[src/cps_defines.svh]
`ifndef CPS_DEFINES_SVH
`define CPS_DEFINES_SVH

// ADC beat shape
`define ADC_CHANNELS    16      // Channels per beat
`define SAMPLE_W        16
`define WORD_W          32      // FIFO and bus word
`define WORDS_PER_BEAT  8       // Two samples per word
`define COLS_PER_ROW    16      // Beats per row
`define ROW_W           6
`define COL_W           4

// Event FIFO
`define FIFO_DEPTH      64
`define FIFO_LVL_W      7       // Holds 0 to FIFO_DEPTH
`define FIFO_PROG_FULL  48

`define VETO_CYCLES     450     // Write blackout after reset

// Wishbone register map
`define WB_ADR_W        3
`define REG_CMD         3'd0    // Write only
`define REG_ROW_START   3'd1
`define REG_ROW_END     3'd2
`define REG_COL_START   3'd3
`define REG_COL_END     3'd4
`define REG_STATUS      3'd5    // Read only
`define REG_DATA        3'd6    // Read pops the FIFO

`endif

[src/cps_pkg.sv]
`include "cps_defines.svh"

package cps_pkg;

  // Run FSM states
  typedef enum logic [1:0] {
    R_IDLE,
    R_READY,
    R_RUNNING,
    R_STOPPING
  } run_state_e;

  // Host command opcodes, written to REG_CMD
  typedef enum logic [1:0] {
    CMD_NONE  = 2'd0,
    CMD_INIT  = 2'd1,
    CMD_START = 2'd2,
    CMD_STOP  = 2'd3
  } cmd_opcode_e;

  typedef struct packed {
    logic [`ROW_W-1:0] row_start;
    logic [`ROW_W-1:0] row_end;
    logic [`COL_W-1:0] col_start;
    logic [`COL_W-1:0] col_end;
  } readout_window_t;  // All bounds inclusive

  // Channel 0 sits in the low bits
  typedef logic [`ADC_CHANNELS-1:0][`SAMPLE_W-1:0] adc_beat_t;

  typedef struct packed {
    logic                cyc;
    logic                stb;
    logic                we;
    logic [`WB_ADR_W-1:0] adr;
    logic [`WORD_W-1:0]  dat;
  } wb_req_t;

  typedef struct packed {
    logic               ack;
    logic               err;
    logic [`WORD_W-1:0] dat;
  } wb_rsp_t;

endpackage

[src/cps_readout_top.sv]
`timescale 1ns/1ps
`include "cps_defines.svh"

module cps_readout_top (
  input  logic               clk100M,
  input  logic               rst_command,
  input  cps_pkg::wb_req_t   wb_req,
  output cps_pkg::wb_rsp_t   wb_rsp,
  input  logic               beat_valid,
  output logic               beat_ready,
  input  cps_pkg::adc_beat_t beat_data,
  input  logic               frame_start
);
  import cps_pkg::*;

  cmd_opcode_e            cmd;         // One-cycle command pulse
  readout_window_t        window;      // Active after INIT
  run_state_e             run_state;
  logic                   veto;
  logic                   capture_en;
  logic                   prog_full;
  logic                   frame_done;
  logic                   fifo_wr;
  logic [`WORD_W-1:0]     fifo_wdata;
  logic                   fifo_rd;
  logic [`WORD_W-1:0]     fifo_rdata;
  logic                   fifo_empty;
  logic [`FIFO_LVL_W-1:0] fifo_level;

  host_cmd_regs u_regs (
    .clk100M     (clk100M),
    .rst_command (rst_command),
    .wb_req      (wb_req),
    .wb_rsp      (wb_rsp),
    .cmd         (cmd),
    .window      (window),
    .run_state   (run_state),
    .veto        (veto),
    .prog_full   (prog_full),
    .fifo_level  (fifo_level),
    .frame_done  (frame_done),
    .fifo_rd     (fifo_rd),
    .fifo_rdata  (fifo_rdata),
    .fifo_empty  (fifo_empty)
  );

  run_control u_run (
    .clk100M     (clk100M),
    .rst_command (rst_command),
    .cmd         (cmd),
    .frame_done  (frame_done),
    .prog_full   (prog_full),
    .run_state   (run_state),
    .veto        (veto),
    .capture_en  (capture_en)
  );

  frame_packer u_packer (
    .clk100M     (clk100M),
    .rst_command (rst_command),
    .beat_valid  (beat_valid),
    .beat_ready  (beat_ready),
    .beat_data   (beat_data),
    .frame_start (frame_start),
    .window      (window),
    .capture_en  (capture_en),
    .fifo_wr     (fifo_wr),
    .fifo_wdata  (fifo_wdata),
    .frame_done  (frame_done)
  );

  event_fifo u_fifo (
    .clk100M     (clk100M),
    .rst_command (rst_command),
    .wr          (fifo_wr),
    .wdata       (fifo_wdata),
    .rd          (fifo_rd),
    .rdata       (fifo_rdata),
    .empty       (fifo_empty),
    .full        (),             // prog_full throttles well before full
    .level       (fifo_level),
    .prog_full   (prog_full)
  );

endmodule

[src/event_fifo.sv]
`timescale 1ns/1ps
`include "cps_defines.svh"

module event_fifo (
  input  logic                   clk100M,
  input  logic                   rst_command,
  input  logic                   wr,
  input  logic [`WORD_W-1:0]     wdata,
  input  logic                   rd,
  output logic [`WORD_W-1:0]     rdata,
  output logic                   empty,
  output logic                   full,
  output logic [`FIFO_LVL_W-1:0] level,
  output logic                   prog_full
);

  localparam int AW = $clog2(`FIFO_DEPTH);

  logic [`WORD_W-1:0]     mem [`FIFO_DEPTH];
  logic [`FIFO_LVL_W-1:0] wr_ptr;  // One extra bit over the address
  logic [`FIFO_LVL_W-1:0] rd_ptr;
  logic                   do_wr;
  logic                   do_rd;

  assign do_wr = wr && !full;   // Writes into a full FIFO are lost
  assign do_rd = rd && !empty;

  always_ff @(posedge clk100M) begin
    if (rst_command) begin
      wr_ptr <= '0;
      rd_ptr <= '0;
    end else begin
      if (do_wr)
        wr_ptr <= wr_ptr + 1'b1;
      if (do_rd)
        rd_ptr <= rd_ptr + 1'b1;
    end
  end

  always_ff @(posedge clk100M) begin
    if (do_wr)
      mem[wr_ptr[AW-1:0]] <= wdata;
  end

  // Head word shows without a read strobe
  assign rdata = mem[rd_ptr[AW-1:0]];

  assign level     = wr_ptr - rd_ptr;
  assign empty     = (level == '0);
  assign full      = (level == `FIFO_LVL_W'(`FIFO_DEPTH));
  assign prog_full = (level >= `FIFO_LVL_W'(`FIFO_PROG_FULL));

endmodule

[src/frame_packer.sv]
`timescale 1ns/1ps
`include "cps_defines.svh"

module frame_packer (
  input  logic                     clk100M,
  input  logic                     rst_command,
  input  logic                     beat_valid,
  output logic                     beat_ready,
  input  cps_pkg::adc_beat_t       beat_data,
  input  logic                     frame_start,
  input  cps_pkg::readout_window_t window,
  input  logic                     capture_en,
  output logic                     fifo_wr,
  output logic [`WORD_W-1:0]       fifo_wdata,
  output logic                     frame_done
);
  import cps_pkg::*;

  localparam int            IW       = $clog2(`WORDS_PER_BEAT);
  localparam logic [IW-1:0] LAST_IDX = IW'(`WORDS_PER_BEAT - 1);

  logic [`ROW_W-1:0] row;
  logic [`COL_W-1:0] col;
  logic              accept;
  logic              in_win;
  logic              keep;
  logic              at_end;      // Beat sits on the window's last corner
  adc_beat_t         hold_data;
  logic              hold_valid;
  logic              hold_last;
  adc_beat_t         ser_data;
  logic              ser_busy;
  logic              ser_last;
  logic              ser_free;
  logic [IW-1:0]     ser_idx;     // Word being emitted
  logic              end_pend;    // Frame end beat still in flight

  assign accept = beat_valid && beat_ready;
  assign in_win = (row >= window.row_start) && (row <= window.row_end) &&
                  (col >= window.col_start) && (col <= window.col_end);
  assign keep   = accept && in_win && capture_en;  // Whole beat or nothing
  assign at_end = (row == window.row_end) && (col == window.col_end);

  // Stall past the frame end so the FSM sees frame_done first
  assign beat_ready = !hold_valid && !end_pend;

  always_ff @(posedge clk100M) begin
    if (rst_command || frame_start) begin
      row <= '0;
      col <= '0;
    end else if (accept) begin
      if (col == `COL_W'(`COLS_PER_ROW - 1)) begin
        col <= '0;
        row <= row + 1'b1;            // Next row
      end else begin
        col <= col + 1'b1;
      end
    end
  end

  assign ser_free = !ser_busy || (ser_idx == LAST_IDX);  // Can load this edge

  always_ff @(posedge clk100M) begin
    if (rst_command) begin
      ser_busy   <= 1'b0;
      ser_idx    <= '0;
      hold_valid <= 1'b0;
      end_pend   <= 1'b0;
    end else begin
      if (ser_free) begin
        ser_idx  <= '0;
        ser_busy <= hold_valid || keep;  // Held beat goes first
      end else begin
        ser_idx  <= ser_idx + 1'b1;
      end
      if (ser_free && hold_valid)
        hold_valid <= 1'b0;
      else if (!ser_free && keep)
        hold_valid <= 1'b1;              // Park while serializer busy
      if (keep && at_end)
        end_pend <= 1'b1;
      else if (frame_done)
        end_pend <= 1'b0;
    end
  end

  // Beat payload
  always_ff @(posedge clk100M) begin
    if (ser_free && (hold_valid || keep)) begin
      ser_data <= hold_valid ? hold_data : beat_data;
      ser_last <= hold_valid ? hold_last : at_end;
    end
    if (!ser_free && keep) begin
      hold_data <= beat_data;
      hold_last <= at_end;
    end
  end

  assign fifo_wr    = ser_busy;
  assign fifo_wdata = {ser_data[{ser_idx, 1'b1}], ser_data[{ser_idx, 1'b0}]};  // Even ch low
  assign frame_done = ser_busy && (ser_idx == LAST_IDX) && ser_last;

endmodule

[src/host_cmd_regs.sv]
`timescale 1ns/1ps
`include "cps_defines.svh"

module host_cmd_regs (
  input  logic                     clk100M,
  input  logic                     rst_command,
  input  cps_pkg::wb_req_t         wb_req,
  output cps_pkg::wb_rsp_t         wb_rsp,
  output cps_pkg::cmd_opcode_e     cmd,
  output cps_pkg::readout_window_t window,
  input  cps_pkg::run_state_e      run_state,
  input  logic                     veto,
  input  logic                     prog_full,
  input  logic [`FIFO_LVL_W-1:0]   fifo_level,
  input  logic                     frame_done,
  output logic                     fifo_rd,
  input  logic [`WORD_W-1:0]       fifo_rdata,
  input  logic                     fifo_empty
);
  import cps_pkg::*;

  readout_window_t    pend_win;   // Staged until next INIT
  cmd_opcode_e        cmd_q;      // Opcode waiting one cycle for its pulse
  logic               ack_q;
  logic               err_q;
  logic [`WORD_W-1:0] rdat_q;
  logic [7:0]         frame_cnt;  // Wraps
  logic               req;
  logic               wr_en;
  logic               rd_data;
  logic [`WORD_W-1:0] status;
  logic [`WORD_W-1:0] rd_mux;

  // A request is new until it has been answered once
  assign req     = wb_req.cyc && wb_req.stb && !ack_q && !err_q;
  assign wr_en   = req && wb_req.we;
  assign rd_data = req && !wb_req.we && (wb_req.adr == `REG_DATA);
  assign fifo_rd = rd_data && !fifo_empty;  // Empty read pops nothing

  assign status = {8'h00, frame_cnt, 8'(fifo_level), 4'h0, prog_full, veto, run_state};

  always_comb begin
    case (wb_req.adr)
      `REG_ROW_START: rd_mux = `WORD_W'(pend_win.row_start);
      `REG_ROW_END:   rd_mux = `WORD_W'(pend_win.row_end);
      `REG_COL_START: rd_mux = `WORD_W'(pend_win.col_start);
      `REG_COL_END:   rd_mux = `WORD_W'(pend_win.col_end);
      `REG_STATUS:    rd_mux = status;
      `REG_DATA:      rd_mux = fifo_rdata;  // Show-ahead head word
      default:        rd_mux = '0;          // CMD reads back zero
    endcase
  end

  always_ff @(posedge clk100M) begin
    if (rst_command) begin
      ack_q     <= 1'b0;
      err_q     <= 1'b0;
      cmd_q     <= CMD_NONE;
      cmd       <= CMD_NONE;
      pend_win  <= '0;
      window    <= '0;
      frame_cnt <= '0;
    end else begin
      ack_q <= req && !(rd_data && fifo_empty);
      err_q <= rd_data && fifo_empty;       // Nothing to hand out
      cmd_q <= (wr_en && wb_req.adr == `REG_CMD) ? cmd_opcode_e'(wb_req.dat[1:0]) : CMD_NONE;
      cmd   <= cmd_q;                       // Pulse lands the cycle after ack
      if (wr_en) begin
        case (wb_req.adr)
          `REG_ROW_START: pend_win.row_start <= wb_req.dat[`ROW_W-1:0];
          `REG_ROW_END:   pend_win.row_end   <= wb_req.dat[`ROW_W-1:0];
          `REG_COL_START: pend_win.col_start <= wb_req.dat[`COL_W-1:0];
          `REG_COL_END:   pend_win.col_end   <= wb_req.dat[`COL_W-1:0];
          default: ;                        // Status and data ignore writes
        endcase
      end
      if (cmd == CMD_INIT)
        window <= pend_win;                 // Same edge the FSM sees INIT
      if (frame_done)
        frame_cnt <= frame_cnt + 8'd1;
    end
  end

  // Read data captured with the answer
  always_ff @(posedge clk100M) begin
    if (req)
      rdat_q <= rd_mux;
  end

  assign wb_rsp = '{ack: ack_q, err: err_q, dat: rdat_q};

endmodule

[src/run_control.sv]
`timescale 1ns/1ps
`include "cps_defines.svh"

module run_control (
  input  logic                 clk100M,
  input  logic                 rst_command,
  input  cps_pkg::cmd_opcode_e cmd,
  input  logic                 frame_done,
  input  logic                 prog_full,
  output cps_pkg::run_state_e  run_state,
  output logic                 veto,
  output logic                 capture_en
);
  import cps_pkg::*;

  localparam int VW = $clog2(`VETO_CYCLES + 1);

  logic [VW-1:0] veto_cnt;  // Counts up once, then parks
  logic          run_phase;

  always_ff @(posedge clk100M) begin
    if (rst_command) begin
      run_state <= R_IDLE;
    end else begin
      case (run_state)
        R_IDLE: begin
          if (cmd == CMD_INIT)
            run_state <= R_READY;
        end
        R_READY: begin
          if (cmd == CMD_START)
            run_state <= R_RUNNING;   // INIT again keeps READY
        end
        R_RUNNING: begin
          if (cmd == CMD_STOP)
            run_state <= R_STOPPING;
        end
        R_STOPPING: begin
          if (frame_done)
            run_state <= R_READY;     // Finish the frame in progress
        end
        default: run_state <= R_IDLE;
      endcase
    end
  end

  // Post-reset blackout
  always_ff @(posedge clk100M) begin
    if (rst_command)
      veto_cnt <= '0;
    else if (veto)
      veto_cnt <= veto_cnt + 1'b1;
  end

  assign veto = (veto_cnt != VW'(`VETO_CYCLES));

  assign run_phase  = (run_state == R_RUNNING) || (run_state == R_STOPPING);
  assign capture_en = run_phase && !veto && !prog_full;  // FIFO throttles the gate

endmodule

[config.mk]
export PLATFORM = sky130hd
export DESIGN_NAME = cps_readout_top
export DESIGN_NICKNAME = d
export VERILOG_FILES = /design/src/cps_pkg.sv /design/src/cps_readout_top.sv /design/src/event_fifo.sv /design/src/frame_packer.sv /design/src/host_cmd_regs.sv /design/src/run_control.sv
export VERILOG_INCLUDE_DIRS = /design/src
export SDC_FILE = /design/constraint.sdc
export NUM_CORES = 2
export LEC_CHECK = 0
export ABC_AREA = 0
export BUFFER_PORTS_ARGS = -buffer_cell sky130_fd_sc_hd__buf_4
export CAP_MARGIN = 20
export CORE_MARGIN = 2
export CORE_UTILIZATION = 54
export CTS_CLUSTER_DIAMETER = 200
export DETAILED_ROUTE_END_ITERATION = 8
export PLACE_DENSITY = 0.71
export SKIP_CTS_REPAIR_TIMING = 1
export SYNTH_ARGS = -nofsm -noshare
export SYNTH_HDL_FRONTEND = slang
export SYNTH_SLANG_ARGS = --single-unit
[constraint.sdc]
create_clock -name clk100M -period 25.3 [get_ports clk100M]
set_input_delay 1.265 -clock clk100M [delete_from_list [all_inputs] [get_ports clk100M]]
set_output_delay 1.265 -clock clk100M [all_outputs]
set_load 0.03 [all_outputs]
After elaboration in Yosys (flattened, before gate mapping)

Memory sizes are Yosys's and may differ from the RTL's. A register that Yosys moved wholly into a read port is not among the register bits.
Index checks and enable logic that the tools add are counted.

Add/subtract/negate cells: 8
Order comparisons: 7
Equality and inequality tests: 22
Muxes and demuxes: 19
Bitwise operators: 1
Reductions and logical operators: 57

Operators by type and width:

| kind                | count |
|---|---|
| $mux 256            | 1 |
| $pmux 32 s6         | 1 |
| $bmux 16 s3         | 2 |
| $mux 16             | 2 |
| $logic_and 1x1->1   | 28 |
| $add 7x1->7 const B | 2 |
| $eq 3x3->1 const B  | 4 |
| $logic_not 1->1     | 12 |
| $mux 6              | 2 |
| $lt 4x5->1 const B  | 2 |
| $reduce_and 2->1    | 5 |
| $add 9x1->9 const B | 1 |
| $ne 9x9->1 const B  | 1 |
| $add 8x1->8 const B | 1 |
| $eq 2x2->1 const B  | 4 |
| $mux 2              | 4 |
| $pmux 2 s4          | 1 |
| $eq 7x7->1 const B  | 1 |
| $ge 7x6->1 const B  | 1 |
| $logic_not 7->1     | 1 |
| $sub 7x7->7         | 1 |
| $add 6x1->6 const B | 1 |
| $eq 3x2->1 const B  | 2 |
| $eq 6x6->1          | 1 |
| 21 further kinds    | 33 |

Register bits: 641
Memory bits (writable): 2,048
Input port bits: 298
Logic and storage cells: 173
Memories: 1

Memory list:

| memory     | words | width | rd ports | clocked after memory_dff | wr ports | line             | source |
|---|---|---|---|---|---|---|---|
| u_fifo.mem | 64    | 32    | 1        | 1                        | 1        | event_fifo.sv:19 | `` logic [`WORD_W-1:0] mem [`FIFO_DEPTH]; `` |

Depth between registers and ports, before layout

Depth after elaboration: 9
Mapped depth: 11

Hierarchy

Synthesis repeated with hierarchy kept, for this count alone.

Cell total of the unflattened synthesis: 4,741
Area total of the unflattened synthesis: 104,641.6 um2

Modules (own cells, without submodules):

| module        | instances | cells an instance | area an instance (um2) | seq. area each (um2) |
|---|---|---|---|---|
| event_fifo    | 1         | 3,277             | 78,944.5               | 61,899.4 |
| frame_packer  | 1         | 1,051             | 21,524.4               | 15,755.1 |
| host_cmd_regs | 1         | 342               | 3,563.4                | 2,042.0 |
| run_control   | 1         | 71                | 609.3                  | 220.2 |

Least setup slack after synthesis

OpenSTA, ideal clock, no wires.

Path type: input-to-reg
Start point: in beat_valid
End point: reg u_packer.ser_data[0] in the netlist's numbering, enable pin
Arrival: 20,536 ps
Data required time: 24,070 ps
Slack: 3,534 ps
Stages: 5
Cells stage by stage: nor3b_1 o221ai_1 a2111oi_4 nand4_2 o21ai_0

Cells in the longest elaborated chain, start to end: 5

Ends and longest elaborated chain:

| element                         | line                 | source |
|---|---|---|
| start, declared                 | cps_readout_top.sv:9 | `input logic beat_valid,` |
| $logic_and 1x1->1               | frame_packer.sv:38   | `assign accept = beat_valid && beat_ready;` |
| $logic_and 1x1->1 (2 in series) | frame_packer.sv:41   | `assign keep = accept && in_win && capture_en;` |
| $logic_or 1x1->1                | frame_packer.sv:89   | `if (ser_free && (hold_valid \|\| keep)) begin` |
| $logic_and 1x1->1               | frame_packer.sv:89   |  |
| end signal, assigned            | frame_packer.sv:90   | `ser_data <= hold_valid ? hold_data : beat_data;` |
| end, declared                   | frame_packer.sv:31   | `adc_beat_t ser_data;` |

Every way passes these cells.
A chain may end at the register's enable or synchronous reset.

Worst setup path after layout

Start point: reg u_packer.hold_valid
End point: reg u_packer.hold_data[166] in the netlist's numbering, enable pin

Cells in the longest elaborated chain, start to end: 6

Ends and longest elaborated chain:

| element                         | line               | source |
|---|---|---|
| start, declared                 | frame_packer.sv:29 | `logic hold_valid;` |
| start signal, assigned          | frame_packer.sv:67 | `hold_valid <= 1'b0;` |
| start signal, assigned          | frame_packer.sv:77 | `hold_valid <= 1'b0;` |
| start signal, assigned          | frame_packer.sv:79 | `hold_valid <= 1'b1;` |
| $logic_not 1->1                 | frame_packer.sv:45 | `assign beat_ready = !hold_valid && !end_pend;` |
| $logic_and 1x1->1               | frame_packer.sv:45 |  |
| $logic_and 1x1->1               | frame_packer.sv:38 |  |
| $logic_and 1x1->1 (2 in series) | frame_packer.sv:41 |  |
| $logic_and 1x1->1               | frame_packer.sv:93 | `if (!ser_free && keep) begin` |
| end signal, assigned            | frame_packer.sv:94 | `hold_data <= beat_data;` |
| end, declared                   | frame_packer.sv:28 | `adc_beat_t hold_data;` |

Every way passes these cells.

==> implementation parameters <==
Parameter                              Value

Power
  Combinational share of power ... 0.011
  Reported net switching power ... ~1.7 mW
  Share of power burned in the clock network ... 0.443
  Total power divided by cell area ... approximately 74 mW/mm²
  Internal cell power ... between 7 and 8 mW
  Sequential share of power ... 0.547
  Switching Share ... 0.191
  Static Leakage ... roughly 37 nW
  Peak supply drop ... between 0.08 and 0.09 mV

Detailed routing
  Antenna-violating nets left ... 0
  DRC violation total after the first TritonRoute iteration ... 7514
  DRC errors left ... 0
  DR WL/cell ... approximately 33 µm
  Routed via count divided by cell count ... about 6.5
  Router iterations before antenna repair ... 6
  Vias after detailed routing ... 52.3k
  Total Routed Length ... about 260000 µm

Logic synthesis
  Basic-gate share of the synthesized area counting and, or, nand and nor cells ... 0.0213
  Adder-cell share of the synthesized area ... 0.00496
  Synth Area in Compound Gates ... 0.0181
  Proportion of synthesized chip area in sequential cells ... 0.762
  Most frequently used cell type in the post-synthesis netlist ... sky130_fd_sc_hd__edfxtp_1
  Synth Flop Type ... sky130_fd_sc_hd__edfxtp_1
  Top cell types by occurrence after synthesis ... sky130_fd_sc_hd__edfxtp_1, sky130_fd_sc_hd__mux4_2, sky130_fd_sc_hd__mux2_2
  Proportion of synthesized area in mux cells ... 0.180
  EDFF count, synth ... roughly 2.6k
  Dominant cells by area after synthesis ... sky130_fd_sc_hd__edfxtp_1, sky130_fd_sc_hd__mux4_2, sky130_fd_sc_hd__mux2_2
  Leading area contributor after synthesis ... sky130_fd_sc_hd__edfxtp_1
  Gate count of the mapped netlist ... ~4.9k
  Fraction of synthesized cell area in xor and xnor cells ... 0.00217
  Post-Syn Nets ... between 5k and 6k
  Dominant combinational cell family by area after synthesis ... multiplexers
  Fraction of post-synthesis cell area in the top cell type by area ... 0.743
  Synthesized area divided by synthesized cell count ... 21.5 µm²
  Count of yosys warnings during synthesis ... 0
  Combined area of all synthesized cells ... 0.105 mm²
  Fraction of synthesis flops using an asynchronous set or reset pin ... 0
  Number of distinct library cell variants in the gate-level netlist after synthesis ... 70
  Post-synthesis sequential element count ... between 2k and 3k

Layout
  Proportion of layout cells with a drive suffix above 1 ... 0.338
  Utilization after layout ... 0.621
  Number of filler cells placed in the layout ... 12.9k
  Layout Nets ... 5714
  Finished Layout Cells ... 8097
  Area Overhead vs Synth ... 14.2%

Setup path
  Maximum fanout along the worst path ... between 70 and 80
  CP top delay family ... buffers and inverters
  Longest individual stage delay on the worst path ... 0.94 ns
  Capturing element type of the critical path ... flip-flop
  Critical path launch point type ... flip-flop
  Worst setup path class ... flip-flop to flip-flop
  Critical path's most frequent cell ... sky130_fd_sc_hd__buf_4
  Critical path, cell by cell ... nor3b_1 > o221ai_1 > a2111oi_4 > nand4_2 > nor3_2 > buf_4 > buf_4 > buf_4 > buf_4
  Critical path buffer and inverter count ... 4
  Worst Path Arrival ... ~7.2 ns
  Worst Path Required ... between 20 and 30 ns
  Cell with the largest stage delay on the worst path ... sky130_fd_sc_hd__buf_4

Floorplanning
  Full die area ... approximately 0.20 mm²
  I/O Pins ... ~330
  Horizontal extent of the die ... approximately 440 µm
  Starting utilization of the core area ... 0.544
  Number of placement rows ... between 150 and 200
  Floorplan Core Area ... between 0.15 and 0.2 mm²
  Vertical die dimension ... between 400 and 500 µm

Clock network
  Number of buffers created by CTS ... about 280
  Clock tree from TritonCTS ... done
  Clock sinks ... around 2.7k
  Clk root buf ... sky130_fd_sc_hd__clkbuf_16
  Later-pin clock latency in the skew report ... ~0.94 ns
  Number of buffers between clock root and the deepest sink ... 4
  H-tree level count ... 5
  CTS clk-pin slew, worst paths ... about 0.060 ns

STA
  Final period util ... 0.265
  Worst-case headroom to the max-slew limit ... 0.267
  Unrepaired setup endpoints after global routing ... false
  Transition at the pin with the smallest max-transition slack ... ~1.1 ns
  Final WS setup ... approximately 19 ns
  Setup TNS ... 0 ns
  Min Tclk post-route ... between 6 and 7 ns
  Final hold vios ... 0
  Setup-violating endpoint count in the final report ... 0
  Achievable clock frequency ... 149 MHz
  Maximum clock skew at final layout ... 0.0580 ns
  Max-slew violation count ... 0

Run status
  Run status ... completed

Global route
  Number of antenna violations at the first check in global routing ... 15
  Global-route met3 utilization ... 0.0624
  Number of global-route vias before repair ... approximately 53k
  Most used routing layer ... met2
  GRT met2 Usage ... 0.424
  Global router's overall resource usage ... 0.267
  Aggregate global routing overflow ... 0
  Global-route track usage on met1 ... 0.367
  Largest net degree at the start of global routing ... approximately 170
  Global-route wire length before repair ... 376000 µm

Hold path
  Type of the tightest min-delay check ... flip-flop to flip-flop

Place
  I/O Buffers ... about 310
  Cell count after placement ... 7608
  Final weighted congestion in routability-driven placement ... roughly 0.88
  Half-perimeter wire length of the detailed placement result ... 148000 µm
  Placement-stage worst setup slack ... between 15 and 20 ns

Flow run
  Reported max-cap violation count ... 0
-- placed cells by master, fill, tap and decap left out, drive strengths merged, types with 11 or more instances in the layout --
| master | synthesis | final |
|---|---|---|
| clkinv | 0 | 101 |
| o211ai | 20 | 20 |
| ha | 40 | 40 |
| edfxtp | 2594 | 2594 |
| inv | 37 | 42 |
| nor3 | 25 | 25 |
| nand2b | 18 | 18 |
| nor2 | 151 | 151 |
| mux4 | 617 | 617 |
| clkbuf | 106 | 341 |
| a211oi | 11 | 11 |
| mux2i | 122 | 122 |
| nand2 | 125 | 125 |
| dfxtp | 101 | 101 |
| xor2 | 16 | 16 |
| nand4 | 18 | 18 |
| nor2b | 29 | 29 |
| buf | 148 | 466 |
| bufinv | 0 | 18 |
| o21ai | 39 | 39 |
| a22oi | 28 | 28 |
| a21oi | 70 | 70 |
| o22ai | 29 | 29 |
| and3 | 13 | 13 |
| mux2 | 333 | 333 |
| nand3 | 53 | 53 |
-- cell type report --
type,instances,area [µm²],area share
Antenna cell,9,22.5,0.000188
Clock buffer,341,7460,0.0623
Clock inverter,131,1120,0.00935
Inverter,37,139,0.00116
Multi-Input combinational cell,1892,24300,0.203
Sequential cell,2695,79900,0.668
Tap cell,2526,3160,0.0264
Timing Repair Buffer,466,3630,0.0303
-- cell families (layout without fill, tap and decap cells) --
| kind of cell | after synthesis | in the layout |
|---|---|---|
| buffers and inverters | 291 | 975 |
| adder cells (fa/ha/maj) | 41 | 41 |
| XOR/XNOR | 26 | 26 |
| AND/OR/NAND/NOR | 474 | 474 |
| other | 0 | 9 |
| flip-flops | 2695 | 2695 |
| multiplexers | 1072 | 1072 |
| AO/OA/AOI/OAI | 279 | 279 |
-- power groups by stage --
stage               Sequential (mW)  Combinational (mW)  Clock (mW)
global placement               4.93              0.0905           0
global route                   4.83               0.101        4.13
floorplan                      4.93              0.0342           0
CTS                            4.83              0.0942        3.96
detailed placement             4.93              0.0934           0
finish                         4.83              0.0937        3.91
-- per-layer routing --
layer,wire length (µm),vias to the layer above
met5,30,-
met4,9750,4
met3,27600,512
met2,128000,3027
met1,98400,27400
li1,-,21300
-- registers in the layout (all words and copies together), names as in the netlist, 3 cells and up, named ones only --
register and flops:
u_fifo.mem 2048, u_packer.hold_data 256, u_packer.ser_data 256, u_regs.rdat_q 32, u_regs.pend_win 20, u_regs.window 20, u_run.veto_cnt 9, u_regs.frame_cnt 8
u_fifo.rd_ptr 7, u_fifo.wr_ptr 7, u_packer.row 6, u_packer.col 4, u_packer.ser_idx 3
-- final timing paths --
check,startpoint,to,slack (ns),cells past startpoint
max reg2reg,u_packer.hold_valid,u_packer.hold_data[166],18.60,9
min,u_regs.cmd_q[0],u_regs.cmd[0],0.43,1
max,u_packer.hold_valid,u_packer.hold_data[166],18.60,9
min reg2reg,u_regs.cmd_q[0],u_regs.cmd[0],0.43,1
-- stage by stage --
stage	hold WS (ns)	power (mW)	instance area [µm²]
finish	0.433	8.84	120000
global route	0.468	9.06	120000
CTS	0.435	8.89	120000
detailed placement	0.420	5.02	111000
global placement	0.425	5.02	111000
floorplan	0.414	4.97	105000
-- worst register-to-register path, cell delays in order (launching register included) --
cell,delay [ns]
sky130_fd_sc_hd__dfxtp_4,0.51
sky130_fd_sc_hd__nor3b_1,0.94
sky130_fd_sc_hd__o221ai_1,0.47
sky130_fd_sc_hd__a2111oi_4,0.44
sky130_fd_sc_hd__nand4_2,0.29
sky130_fd_sc_hd__nor3_2,0.29
sky130_fd_sc_hd__buf_4,0.58
sky130_fd_sc_hd__buf_4,0.96
sky130_fd_sc_hd__buf_4,1.03
sky130_fd_sc_hd__buf_4,0.80
Note: power is estimated with default switching activity, not from simulation.
